File: src/common/uart_consts.svh
`ifndef UART_CONSTS_SVH
`define UART_CONSTS_SVH

// frame geometry
`define UART_DATA_W        8                  // data bits per frame
`define UART_FRAME_BITS    (`UART_DATA_W + 3) // start + data + parity + stop

// bit timing, counted in tx_clk cycles
`define UART_CLKS_PER_BIT  8                  // clocks per serial bit

// receive side
`define UART_SYNC_STAGES   3                  // flops in front of the rx fsm

// parity select
`define UART_PARITY_ODD    1'b0               // 0 even, 1 odd

`endif

File: src/common/uart_pkg.sv
`default_nettype none

`include "uart_consts.svh"

package uart_pkg;

	// one frame seen as a shift word or as its fields
	typedef union packed {
		logic [`UART_FRAME_BITS-1:0] raw;   // bit 0 goes out first
		struct packed {
			logic                    stop;   // always 1
			logic                    parity; // per UART_PARITY_ODD
			logic [`UART_DATA_W-1:0] data;   // lsb sent first
			logic                    start;  // always 0
		} fields;
	} uart_frame_u;

	// receiver position in the frame
	typedef enum logic [3:0] {
		RX_IDLE   = 4'd0, // waiting for a low line
		RX_START  = 4'd1, // checking the start bit
		RX_DATA   = 4'd2, // data bits
		RX_PARITY = 4'd3, // parity bit
		RX_STOP   = 4'd4  // stop bit
	} rx_state_e;

	// one mid-bit sample and its role in the frame
	typedef struct packed {
		logic strobe;    // a bit was sampled this cycle
		logic level;     // synchronized line value
		logic is_data;   // sample is a data bit
		logic is_parity; // sample is the parity bit
		logic is_stop;   // sample is the stop bit
	} rx_sample_s;

endpackage

`default_nettype wire

File: src/design/baud_timer.sv
`timescale 1ns/10ps
`default_nettype none

`include "uart_consts.svh"

module baud_timer (
	input  wire  tx_clk,
	input  wire  reset_tx,
	input  wire  i_run,      // count only while high
	output logic o_mid_tick, // middle of the bit period
	output logic o_end_tick  // last cycle of the bit period
);

	localparam int CNT_W = $clog2(`UART_CLKS_PER_BIT);
	localparam logic [CNT_W-1:0] MID_CNT = CNT_W'(`UART_CLKS_PER_BIT / 2 - 1); // fourth cycle
	localparam logic [CNT_W-1:0] END_CNT = CNT_W'(`UART_CLKS_PER_BIT - 1);

	logic [CNT_W-1:0] cnt_q; // cycle within the current bit

	always_ff @(posedge tx_clk) begin
		if (reset_tx || !i_run) begin
			cnt_q <= '0;            // idle timer sits at the bit start
		end else if (cnt_q == END_CNT) begin
			cnt_q <= '0;            // wrap into the next bit
		end else begin
			cnt_q <= cnt_q + 1'b1;
		end
	end

	assign o_mid_tick = i_run && (cnt_q == MID_CNT);
	assign o_end_tick = i_run && (cnt_q == END_CNT);

endmodule

`default_nettype wire

File: src/design/uart_top.sv
`timescale 1ns/10ps
`default_nettype none

`include "uart_consts.svh"

module uart_top (
	input  wire                     tx_clk,
	input  wire                     reset_tx,
	input  wire                     i_tx_enable,  // send request
	input  wire  [`UART_DATA_W-1:0] i_tx_data,
	input  wire                     i_serial_in,  // receive line
	output logic                    o_serial_out, // transmit line
	output logic                    o_tx_busy,
	output logic [`UART_DATA_W-1:0] o_rx_data,
	output logic                    o_rx_valid,
	output logic                    o_rx_error
);

	import uart_pkg::*;

	logic       tx_run;     // tx timer enable
	logic       tx_bit_end; // tx bit boundary
	logic       rx_run;     // rx timer enable
	logic       rx_mid;     // rx sample point
	rx_sample_s rx_sample;

	baud_timer u_tx_timer (
		.tx_clk     (tx_clk),
		.reset_tx   (reset_tx),
		.i_run      (tx_run),
		.o_mid_tick (),           // transmitter works on bit ends only
		.o_end_tick (tx_bit_end)
	);

	uart_tx u_tx (
		.tx_clk       (tx_clk),
		.reset_tx     (reset_tx),
		.i_tx_enable  (i_tx_enable),
		.i_tx_data    (i_tx_data),
		.i_bit_end    (tx_bit_end),
		.o_run        (tx_run),
		.o_serial_out (o_serial_out),
		.o_tx_busy    (o_tx_busy)
	);

	baud_timer u_rx_timer (
		.tx_clk     (tx_clk),
		.reset_tx   (reset_tx),
		.i_run      (rx_run),
		.o_mid_tick (rx_mid),
		.o_end_tick ()            // receiver samples at mid-bit only
	);

	rx_fsm u_rx_fsm (
		.tx_clk      (tx_clk),
		.reset_tx    (reset_tx),
		.i_serial_in (i_serial_in),
		.i_mid_tick  (rx_mid),
		.o_run       (rx_run),
		.o_sample    (rx_sample)
	);

	rx_deserializer u_rx_deser (
		.tx_clk     (tx_clk),
		.reset_tx   (reset_tx),
		.i_sample   (rx_sample),
		.o_rx_data  (o_rx_data),
		.o_rx_valid (o_rx_valid),
		.o_rx_error (o_rx_error)
	);

endmodule

`default_nettype wire

File: src/receiver/rx_deserializer.sv
`timescale 1ns/10ps
`default_nettype none

`include "uart_consts.svh"

module rx_deserializer (
	input  wire                     tx_clk,
	input  wire                     reset_tx,
	input  wire uart_pkg::rx_sample_s i_sample,   // samples from the rx fsm
	output logic [`UART_DATA_W-1:0] o_rx_data,  // last complete byte
	output logic                    o_rx_valid, // one cycle at the stop bit
	output logic                    o_rx_error  // parity mismatch qualified by valid
);

	logic [`UART_DATA_W-1:0] shift_q;     // data bits with the lsb arriving first
	logic                    par_q;       // running parity over data and parity bit
	logic                    frame_start; // start bit sample
	logic                    frame_end;   // stop bit sample

	assign frame_start = i_sample.strobe &&
		!(i_sample.is_data || i_sample.is_parity || i_sample.is_stop);
	assign frame_end   = i_sample.strobe && i_sample.is_stop;

	always_ff @(posedge tx_clk) begin
		if (i_sample.strobe && i_sample.is_data) begin
			shift_q <= {i_sample.level, shift_q[`UART_DATA_W-1:1]};
		end
		if (frame_end) begin
			o_rx_data <= shift_q; // held until the next stop bit
		end
	end

	always_ff @(posedge tx_clk) begin
		if (reset_tx) begin
			par_q      <= 1'b0;
			o_rx_valid <= 1'b0;
			o_rx_error <= 1'b0;
		end else begin
			if (frame_start) begin
				par_q <= `UART_PARITY_ODD; // odd parity starts from 1
			end else if (i_sample.strobe && (i_sample.is_data || i_sample.is_parity)) begin
				par_q <= par_q ^ i_sample.level;
			end
			o_rx_valid <= frame_end;
			o_rx_error <= frame_end && par_q; // nonzero means parity bit disagrees
		end
	end

endmodule

`default_nettype wire

File: src/receiver/rx_fsm.sv
`timescale 1ns/10ps
`default_nettype none

`include "uart_consts.svh"

module rx_fsm (
	input  wire                 tx_clk,
	input  wire                 reset_tx,
	input  wire                 i_serial_in, // raw serial line
	input  wire                 i_mid_tick,  // mid-bit tick from the baud timer
	output logic                o_run,       // baud timer runs while a frame is in
	output uart_pkg::rx_sample_s o_sample    // sampled bit and its role
);

	import uart_pkg::*;

	localparam int DCNT_W = $clog2(`UART_DATA_W);
	localparam logic [DCNT_W-1:0] LAST_DATA = DCNT_W'(`UART_DATA_W - 1);

	logic [`UART_SYNC_STAGES-1:0] sync_q;     // synchronizer chain with [0] at the pin
	logic                         line;       // synchronized line
	rx_state_e                    state_q;
	logic [DCNT_W-1:0]            data_cnt_q; // data bit being sampled
	logic                         false_start;

	assign line = sync_q[`UART_SYNC_STAGES-1];

	always_ff @(posedge tx_clk) begin
		if (reset_tx) begin
			sync_q <= '1; // idle line level
		end else begin
			sync_q <= {sync_q[`UART_SYNC_STAGES-2:0], i_serial_in};
		end
	end

	always_ff @(posedge tx_clk) begin
		if (reset_tx) begin
			state_q    <= RX_IDLE;
			data_cnt_q <= '0;
		end else begin
			case (state_q)
				RX_IDLE: begin
					if (!line) state_q <= RX_START; // start edge
				end
				RX_START: begin
					if (i_mid_tick) begin
						state_q    <= line ? RX_IDLE : RX_DATA; // high again means a glitch
						data_cnt_q <= '0;
					end
				end
				RX_DATA: begin
					if (i_mid_tick) begin
						if (data_cnt_q == LAST_DATA) state_q <= RX_PARITY;
						data_cnt_q <= data_cnt_q + 1'b1;
					end
				end
				RX_PARITY: begin
					if (i_mid_tick) state_q <= RX_STOP;
				end
				RX_STOP: begin
					if (i_mid_tick) state_q <= RX_IDLE; // back to idle in mid stop bit
				end
				default: state_q <= RX_IDLE;
			endcase
		end
	end

	assign false_start = (state_q == RX_START) && line;
	assign o_run       = (state_q != RX_IDLE);

	// start bit strobes with no role flag set
	always_comb begin
		o_sample.strobe    = i_mid_tick && !false_start;
		o_sample.level     = line;
		o_sample.is_data   = (state_q == RX_DATA);
		o_sample.is_parity = (state_q == RX_PARITY);
		o_sample.is_stop   = (state_q == RX_STOP);
	end

endmodule

`default_nettype wire

File: src/transmitter/uart_tx.sv
`timescale 1ns/10ps
`default_nettype none

`include "uart_consts.svh"

module uart_tx (
	input  wire                    tx_clk,
	input  wire                    reset_tx,
	input  wire                    i_tx_enable,  // one-cycle request
	input  wire [`UART_DATA_W-1:0] i_tx_data,    // byte to send
	input  wire                    i_bit_end,    // end tick from the baud timer
	output logic                   o_run,        // keeps the baud timer counting
	output logic                   o_serial_out, // serial line held high when idle
	output logic                   o_tx_busy     // frame on the line
);

	import uart_pkg::*;

	localparam int BCNT_W = $clog2(`UART_FRAME_BITS);
	localparam logic [BCNT_W-1:0] LAST_BIT = BCNT_W'(`UART_FRAME_BITS - 1);

	uart_frame_u       frame_d;   // frame built from the input byte
	uart_frame_u       shift_q;   // bits still to go out
	logic [BCNT_W-1:0] bit_cnt_q; // bit now on the line
	logic              load_q;    // frame latched, start bit goes out next
	logic              busy_q;
	logic              serial_q;
	logic              accept;
	logic              shift;

	assign accept = i_tx_enable && !busy_q && !load_q; // requests while busy are dropped
	assign shift  = load_q || (busy_q && i_bit_end);

	always_comb begin
		frame_d.fields.start  = 1'b0;
		frame_d.fields.data   = i_tx_data;
		frame_d.fields.parity = (^i_tx_data) ^ `UART_PARITY_ODD; // odd flips the even parity
		frame_d.fields.stop   = 1'b1;
	end

	// byte latch and shift register
	always_ff @(posedge tx_clk) begin
		if (accept) begin
			shift_q <= frame_d;
		end else if (shift) begin
			shift_q.raw <= {1'b1, shift_q.raw[`UART_FRAME_BITS-1:1]}; // fill with idle level
		end
	end

	always_ff @(posedge tx_clk) begin
		if (reset_tx) begin
			load_q    <= 1'b0;
			busy_q    <= 1'b0;
			serial_q  <= 1'b1;
			bit_cnt_q <= '0;
		end else if (load_q) begin
			load_q    <= 1'b0;
			busy_q    <= 1'b1;
			serial_q  <= shift_q.raw[0]; // start bit
			bit_cnt_q <= '0;
		end else if (busy_q && i_bit_end) begin
			if (bit_cnt_q == LAST_BIT) begin
				busy_q   <= 1'b0;     // stop bit done
				serial_q <= 1'b1;
			end else begin
				serial_q  <= shift_q.raw[0];
				bit_cnt_q <= bit_cnt_q + 1'b1;
			end
		end else if (accept) begin
			load_q <= 1'b1;
		end
	end

	assign o_run        = busy_q;
	assign o_serial_out = serial_q;
	assign o_tx_busy    = busy_q;

endmodule

`default_nettype wire
File: config.mk
export PLATFORM = sky130hd
export DESIGN_NAME = uart_top
export DESIGN_NICKNAME = d
export VERILOG_FILES = /design/src/common/uart_pkg.sv /design/src/design/baud_timer.sv /design/src/design/uart_top.sv /design/src/receiver/rx_deserializer.sv /design/src/receiver/rx_fsm.sv /design/src/transmitter/uart_tx.sv
export VERILOG_INCLUDE_DIRS = /design/src /design/src/common
export SDC_FILE = /design/constraint.sdc
export NUM_CORES = 1
export LEC_CHECK = 0
export ABC_CLOCK_PERIOD_IN_PS = 2480
export BUFFER_PORTS_ARGS = -buffer_cell sky130_fd_sc_hd__buf_2
export CORE_AREA = 8 8 86 88
export CTS_CLUSTER_SIZE = 20
export DETAILED_ROUTE_END_ITERATION = 10
export DIE_AREA = 0 0 94 96
export SYNTH_ARGS = -nofsm -noshare
export SYNTH_HDL_FRONTEND = slang
export SYNTH_SLANG_ARGS = --single-unit
File: constraint.sdc
create_clock -name tx_clk -period 2.48 [get_ports tx_clk]
set_clock_uncertainty 0.2 [all_clocks]
set_input_delay 0.496 -clock tx_clk [delete_from_list [all_inputs] [get_ports tx_clk]]
set_output_delay 0.496 -clock tx_clk [all_outputs]
set_load 0.03 [all_outputs]
# [Word-level counts from Yosys, hierarchy flattened]
# Index checks and enable logic that the tools add are counted.
[classes] addsub=4 eq_ne=15 muxes=20 n_bitwise=2 n_reduce_logical=38
[op_table] cell="two-way mux 4 bit" n=6
[op_table] cell="two-way mux 10 bit" n=2
[op_table] cell="one-hot mux 4 bit (5 select lines)" n=1
[op_table] cell="logical AND 1 bit" n=12
[op_table] cell="inequality test 2 bit (second input constant)" n=5
[op_table] cell="adder 3 x 1 -> 3 bit (second input constant)" n=3
[op_table] cell="equality test 3 bit (second input constant)" n=3
[op_table] cell="equality test 4 x 2 -> 1 bit (second input constant)" n=2
[op_table] cell="nonzero test 2 bit" n=4
[op_table] cell="OR reduction 2 bit" n=4
[op_table] cell="parity 8 bit" n=1
[op_table] cell="two-way mux 1 bit" n=7
[op_table] cell="two-way mux 3 bit" n=2
[op_table] cell="one-hot mux 3 bit (2 select lines)" n=1
[op_table] cell="AND reduction 6 bit" n=1
[op_table] cell="zero test 1 bit" n=5
[op_table] cell="logical OR 1 bit" n=5
[op_table] cell="adder 4 x 1 -> 4 bit (second input constant)" n=1
[op_table] cell="equality test 4 x 1 -> 1 bit (second input constant)" n=1
[op_table] cell="equality test 4 x 3 -> 1 bit (second input constant)" n=1
[op_table] cell="equality test 4 bit (second input constant)" n=1
[op_table] cell="zero test 4 bit" n=1
[op_table] cell="AND reduction 2 bit" n=2
[op_table] cell="nonzero test 4 bit" n=1
[op_table] cell="other kinds (7)" n=7
[word_totals] regBits=52 in_bits=12 output_inout_bits=12 word_cells=95

# [Logic depth before layout (Yosys ltp)]
# Gate-level depths: netlist (run 1).
[depth] word_depth=6 mapped_depth=6 mapped_depth_nobuf=6

# [By module]
# A second synthesis (run 1) with hierarchy kept.
[unflattened] cells_unflattened=167 area_unflattened_um2=2212.1
[by_module_without_submodules] mod="uart_tx" n_inst=1 cells_each=67 area_each_um2=823.3 seq_area_each_um2=430.4
[by_module_without_submodules] mod="rx_deserializer" n_inst=1 cells_each=30 area_each_um2=608.1 seq_area_each_um2=540.5
[by_module_without_submodules] mod="rx_fsm" n_inst=1 cells_each=46 area_each_um2=490.5 seq_area_each_um2=180.2
[by_module_without_submodules] mod="baud_timer" n_inst=2 cells_each=12 area_each_um2=145.1 seq_area_each_um2=60.1

# [Least setup slack after synthesis (run 1)]
# OpenSTA, ideal clock, no wires.
[synth_path] path_type="register to register" start="reg u_tx_timer.cnt_q[0]" end="reg u_tx.shift_q[1] (netlist name), enable pin" setup_ns=0.288 t_arrival_ns=1.541 t_required_ns=1.992 setup_slack_ns=0.450 stages_incl_launch_ff=7 path_buffers=1 synth_period_minus_slack_ns=2.030 cell_sequence="dfxtp_1 > ha_1 > ha_1 > and2_4 > or2_4 > buf_6 > or2_1"
[synth_via] elab_chain_len=5
[synth_rtl] item="from (decl)" line="baud_timer.sv:18" source="logic [CNT_W-1:0] cnt_q;"
[synth_rtl] item="from (signal assigned)" line="baud_timer.sv:26" source="cnt_q <= cnt_q + 1'b1;"
[synth_rtl] item="equality test 3 bit" line="baud_timer.sv:31" source="assign o_end_tick = i_run && (cnt_q == END_CNT);"
[synth_rtl] item="logical AND 1 bit" line="baud_timer.sv:31"
[synth_rtl] item="logical AND 1 bit" line="uart_tx.sv:32" source="assign shift = load_q || (busy_q && i_bit_end);"
[synth_rtl] item="logical OR 1 bit" line="uart_tx.sv:32"
[synth_rtl] item="nonzero test 2 bit (no source line)"
[synth_rtl] item="to (signal assigned)" line="uart_tx.sv:44" source="shift_q <= frame_d;"
[synth_rtl] item="to (decl)" line="uart_tx.sv:23" source="uart_frame_u shift_q;"
# No other way between the ends.
# A chain may end at the register's enable or synchronous reset.

# [Worst setup path in the final report (run 1)]
[layout_path] start="reg u_tx_timer.cnt_q[0]" end="reg u_tx.shift_q[9] (netlist name), enable pin"
# The elaborated chain is that of the path after synthesis.

==> results of run 1 <==
## metal layers
metal  up-vias  routed length (um)  global-route usage (%)
li1        618                   -                       -
met1       567                1530                    9.23
met2        20                1460                    12.0
met3         6                 155                    2.11
met4         0                  60                    4.76
met5         -                   0                       0
## registers in the layout, indices dropped and copies added, names as in the netlist, 4 cells and up
signal and count:
u_rx_deser.shift_q 8, u_tx.bit_cnt_q 4, u_rx_deser.o_rx_data 8, u_tx.shift_q 10
## synthesized netlist by cell type, types with 2 or more instances
library cell	count
a21oi_1	3
a22o_1	8
a2bb2oi_1	3
a31oi_1	2
and2_1	3
and2_4	2
buf_2	5
buf_6	2
dfxtp_1	26
edfxtp_1	25
ha_1	9
inv_1	3
mux2i_1	3
nand2_1	5
nand2b_1	2
nor2_1	10
nor2_2	2
nor2b_1	6
nor3_1	6
nor3b_1	2
or2_2	3
xnor2_1	7
xor2_1	4
## power by group
group | switching (uW) | internal (uW) | total, uW
sequential | 18.9 | 916 | 935
clock | 276 | 304 | 580
combinational | 54.4 | 53.2 | 108
total | 349 | 1270 | 1620
## cell type report
type,instances,area (sq um)
clock buffers,5,68.8
clock inverters,3,46.3
fillers,616,3740
inverters,3,11.3
multi-input cells,97,734
flip-flops and latches,51,1270
well taps,77,96.3
repair buffers,25,130
## per-stage QoR
step           instance area, sq um  hold slack (ps)  util, %  total power, uW  instances
3_3_place_gp                   2240              191     36.8             1060        253
6_report                       2360              180     38.7             1620        261
5_1_grt                        2360              182     38.7             1700        261
2_1_floorplan                  2070              189        -             1030        159
3_5_place_dp                   2240              196     36.8             1060        253
4_1_cts                        2360              168     38.7             1640        261
## worst min-delay path by stage
stage	start	to	slack [ps]	cells past startpoint
after floorplan	u_rx_fsm.sync_q[0]	u_rx_fsm.sync_q[1]	190	1
after global placement	u_rx_fsm.sync_q[0]	u_rx_fsm.sync_q[1]	190	1
after detailed placement	u_rx_fsm.sync_q[0]	u_rx_fsm.sync_q[1]	200	1
after CTS	i_serial_in	u_rx_fsm.sync_q[0]	170	2
after global routing	i_serial_in	u_rx_fsm.sync_q[0]	180	2
final	i_serial_in	u_rx_fsm.sync_q[0]	180	2
## kinds of logic after synthesis
logic type / count (synthesis)
compound gates: 22
xor+xnor: 11
fa+ha+maj: 9
buf+inv: 11
flops: 51
mux: 3
simple gates: 52
==> results.md, run 1 <==
- Commonest non-fill, non-tap cell in the layout: dfxtp_1
- Worst path top cell family by delay: simple AND/OR/NAND/NOR gates
- Synthesized flop and latch total: 51
- RSZ-0062 raised after global routing: false
- Total wire length: 3210 um
- GRT Total Usage: 7.66%
- Slowest cell delay on critical path: 410 ps
- Area Overhead vs Synth: 14.0%
- Hold-fix buffers, CTS: 0
- CTS tree: built
- Critical Path Start Type: flip-flop
- FP Rows: 29
- Routed WL per cell: 12.3 um
- CP required: 2290 ps
- Register-to-Register Path Depth: 5
- Synth Area in Compound Gates: 8.83%
- Largest net degree at the start of global routing: 21
- Vias in the first global route: 1163
- Syn. warnings: 0
- Post-cts sizing count: 0
- Clk sinks: 51
- Gpl congestion: 0.725
- Post-synthesis sequential area ratio: 61.5%
- Clk slew on worst S/H paths: 100 ps
- Share of cells above drive strength 1: 24.5%
- Crit. Startpoint: u_tx_timer.cnt_q[0]
- Synth Area in Adders: 5.44%
- IO Port Bufs: 23
- RR Startpoint: u_tx_timer.cnt_q[0]
- Final hold vios: 0
- Grt ovf: 0
- Synth Area in XOR/XNOR: 4.66%
- Worst-path cell chain: ha_1 -> ha_1 -> and2_4 -> or2_4 -> or2_1
- Final period util: 84.0%
- CP Class: flip-flop to flip-flop
- Reg2reg setup slack: 400 ps
- Net count, final: 204
- Post-Syn Nets: 180
- Largest family of logic cells by synthesized area: simple AND/OR/NAND/NOR gates
- I/O Pins: 24
- Post-Synth Simple-Gate Area: 15.1%
- Final Slew Violations: 0
- Slowest CP cell: or2_1
- Yosys top cell area share: 36.3%
- Main area contributors after synthesis: edfxtp_1 (36%), dfxtp_1 (25%), ha_1 (5.4%)
- Syn Area/Cell: 13.0 sq um
- H-tree Lvls: 2
- Initial DRC count: 50
- Status: finished clean
- Slew HR: 68.3%
- Crit path to: u_tx.shift_q[9]
- Worst path most repeated cell: ha_1
- DR vias: 1211
- Number of remaining DRC errors: 0
- DRT Pass-1 Iters: 4
- Setup crit end kind: flip-flop
- Cell count after synthesis: 159
- Height of the die: 96 um
- DP HPWL: 2260 um
- Post-Route Setup TNS: 0 ps
- WP buf/inv: 0
- Pre-CTS setup slack: 414 ps
- Via density: 4.64
- Mux share of post-synthesis cell area: 1.45%
- Max Clk Rate: 0.480 GHz
- Clock Latency Late Sink: 300 ps
- Core footprint: 6100 sq um
- Die Width: 94 um
- Worst path depth: 5
- Post-synth top area cell: edfxtp_1
- Max Cap Viol: 0
- Commonest non-fill, non-tap cells in the layout: dfxtp_1 (26), edfxtp_1 (25), buf_2 (23), nor2_1 (10), ha_1 (9)
- Setup violators final: 0
- Asr flop ratio synth: 0%
- Clk buf depth: 2
- CTS buffer count: 5
- Leak pwr: 0.000969 uW
- Initial antenna violation count: 0
- Reg-to-reg endpoint: u_tx.shift_q[9]
- First-pass GRT wire length: 5470 um
- Post-route ant nets: 0
- Hold Path Class: input pin to flip-flop
- Root buffer cell: clkbuf_8
- Dominant synthesized flop cell: dfxtp_1
- Post CTS Setup Buffer Count: 0
- Synth cell types: 41
- Initial Util: 33.9%
- Mapped cell area: 2070 sq um
- Die ar.: 9020 sq um
- CP max FO: 12
- # diodes: 0
- Pwr dens: 688 nW/um^2
- Fin worst setup slack: 396 ps
- Tightest Pin Transition: 475 ps
- Peak supply drop: 273 uV
- Worst EP arrival: 1890 ps
- EDFF count, synth: 25
- Tmin final: 2080 ps
Note: power is estimated with default switching activity, not from simulation.
==> run 2: changes to the inputs <==
--- a/config.mk
+++ b/config.mk
@@ -6,7 +6,7 @@
 export SDC_FILE = /design/constraint.sdc
 export NUM_CORES = 1
 export LEC_CHECK = 0
-export ABC_CLOCK_PERIOD_IN_PS = 2480
+export ABC_CLOCK_PERIOD_IN_PS = 2140
 export BUFFER_PORTS_ARGS = -buffer_cell sky130_fd_sc_hd__buf_2
 export CORE_AREA = 8 8 86 88
 export CTS_CLUSTER_SIZE = 20
==> constraint.sdc (replaced) <==
create_clock -name tx_clk -period 2.14 [get_ports tx_clk]
set_clock_uncertainty 0.2 [all_clocks]
set_input_delay 0.428 -clock tx_clk [delete_from_list [all_inputs] [get_ports tx_clk]]
set_output_delay 0.428 -clock tx_clk [all_outputs]
set_load 0.03 [all_outputs]
==> results.md, run 2 (same netlist as run 1, synthesis figures left out) <==
- Final core occ: 38.9% (+0.16 points)
- Fillers: 603 (-2.1%)
- First-pass GRT wire length: 5490 um (+0.26%)
- DRT Pass-1 Iters: 4 (unchanged)
- IO Port Bufs: 23 (unchanged)
- Max reg flops: 10 (unchanged)
- Setup crit end kind: flip-flop
- Peak supply drop: 303 uV (+11%)
- Final hold vios: 0 (unchanged)
- Post-route cell area: 2370 sq um (+0.42%)
- Pwr Total: 1870 uW (+15%)
- Total wire length: 3270 um (+1.9%)
- Hold Path Class: input pin to flip-flop
- # diodes: 0 (unchanged)
- Status: finished clean
- Root buffer cell: clkbuf_8
- Initial antenna violation count: 0 (unchanged)
- Via density: 4.64 (about the same)
- Top Registers: u_tx.shift_q (10), u_rx_deser.o_rx_data (8), u_rx_deser.shift_q (8)
- Footprint of the multi-input gates: 734 sq um (unchanged)
- Die Width: 94 um (unchanged)
- Gpl congestion: 0.720 (-0.66%)
- CTS tree: built
- Largest register by flop count: u_tx.shift_q
- Max Cap Viol: 0 (unchanged)
- RSZ-0062 raised after global routing: false
- CP required: 1950 ps (-340 ps)
- CP max FO: 9 (-3)
- Height of the die: 96 um (unchanged)
- Slew HR: 73.5% (+5.2 points)
- DP HPWL: 2290 um (+1.4%)
- Pwr dens: 788 nW/um^2 (+15%)
- Largest net degree at the start of global routing: 21 (unchanged)
- H-tree Lvls: 2 (unchanged)
- Worst-path cell chain: ha_1 -> ha_1 -> and2_4 -> or2_4 -> or2_1
- Clk sinks: 51 (unchanged)
- WHS: 111 ps (-69.3 ps)
- Core footprint: 6100 sq um (unchanged)
- Max Clk Rate: 0.495 GHz (+3.1%)
- Clk buf depth: 2 (unchanged)
- CP Class: flip-flop to flip-flop
- Initial Util: 33.9% (unchanged)
- Tightest Pin Transition: 396 ps (-78.5 ps)
- Net count, final: 206 (+0.98%)
- Commonest non-fill, non-tap cell in the layout: dfxtp_1
- Number of remaining DRC errors: 0 (unchanged)
- Clk slew on worst S/H paths: 90 ps (about the same)
- DP Area: 2260 sq um (+0.67%)
- GRT Total Usage: 7.80% (+0.13 points)
- Commonest non-fill, non-tap cells in the layout: dfxtp_1 (26), edfxtp_1 (25), buf_2 (23), nor2_1 (10), ha_1 (9)
- Post-route ant nets: 0 (unchanged)
- Initial DRC count: 32 (-36%)
- Highest routing layer actually used: met4
- Clock Latency Late Sink: 300 ps (about the same)
- Hold-fix buffers, CTS: 0 (unchanged)
- FP Rows: 29 (unchanged)
- FF+latch area: 1270 sq um (unchanged)
- Post-cts sizing count: 0 (unchanged)
- Final Slew Violations: 0 (unchanged)
- I/O Pins: 24 (unchanged)
- Met2 Wirelength: 1490 um (+1.6%)
- Critical Path Start Type: flip-flop
- Post-Route Setup TNS: 0 ps (unchanged)
- Share of cells above drive strength 1: 24.7% (+0.27 points)
- Slowest cell delay on critical path: 380 ps (-30 ps)
- Area Overhead vs Synth: 14.5%
- Worst path top cell family by delay: simple AND/OR/NAND/NOR gates
- Routed WL per cell: 12.4 um (+1.2%)
- CTS buffer count: 5 (unchanged)
- Met1 WL: 1530 um (-0.33%)
- Die ar.: 9020 sq um (unchanged)
- Worst path most repeated cell: ha_1
- Worst EP arrival: 1840 ps (-50 ps)
- WP buf/inv: 0 (unchanged)
- Tmin final: 2020 ps (-63.6 ps)
- Setup violators final: 0 (unchanged)
- Slowest CP cell: or2_1
- Post CTS Setup Buffer Count: 0 (unchanged)
- DR vias: 1220 (+0.74%)
- Vias in the first global route: 1194 (+2.7%)
- Leak pwr: 0.000976 uW (+0.76%)
- Grt ovf: 0 (unchanged)
- Wire length on met3: 179 um (+15%)
- Final period util: 94.4% (+10 points)
run 2: cell count changes in the layout (fill, tap and decap cells not counted), sizes merged:
cell,change
buf,+2
clkbuf,+1
inv,-1
run 2: layer usage:
| metal | track usage, % | vias to the layer above |
|---|---|---|
| met5 | 0 | - |
| met4 | 4.76 | 0 |
| met3 | 2.81 | 6 |
| met2 | 12.5 | 20 |
| met1 | 8.77 | 577 |
| li1 | - | 617 |
run 2: per-stage QoR:
stage / std cells / setup slack [ps]
floorplan: 159 / 110
finish: 263 / 119
detailed placement: 255 / 126
CTS: 263 / 111
global route: 263 / 9.35
global placement: 255 / 154
run 2: final timing paths:
path,from,endpoint,slack (ps),cells past startpoint
setup / recovery,u_tx_timer.cnt_q[0],u_tx.shift_q[3],120,5
hold / removal,i_serial_in,u_rx_fsm.sync_q[0],110,2
setup reg to reg,u_tx_timer.cnt_q[0],u_tx.shift_q[3],120,5
hold reg to reg,u_rx_fsm.sync_q[1],u_rx_fsm.sync_q[2],220,1
run 2: area by class of cell:
type / instances / share of cell area, %
clock buffer: 6 / 3.06
clock inverter: 2 / 1.58
inverter: 3 / 0.475
multi-input combinational: 97 / 31.0
sequential: 51 / 53.7
tap: 77 / 4.07
timing repair buffer: 27 / 6.13
run 2: power by group:
part / internal, uW / switching [uW]
Clock: 349 / 308
Sequential: 1060 / 21.4
Combinational: 63.2 / 62.9
Total: 1470 / 392
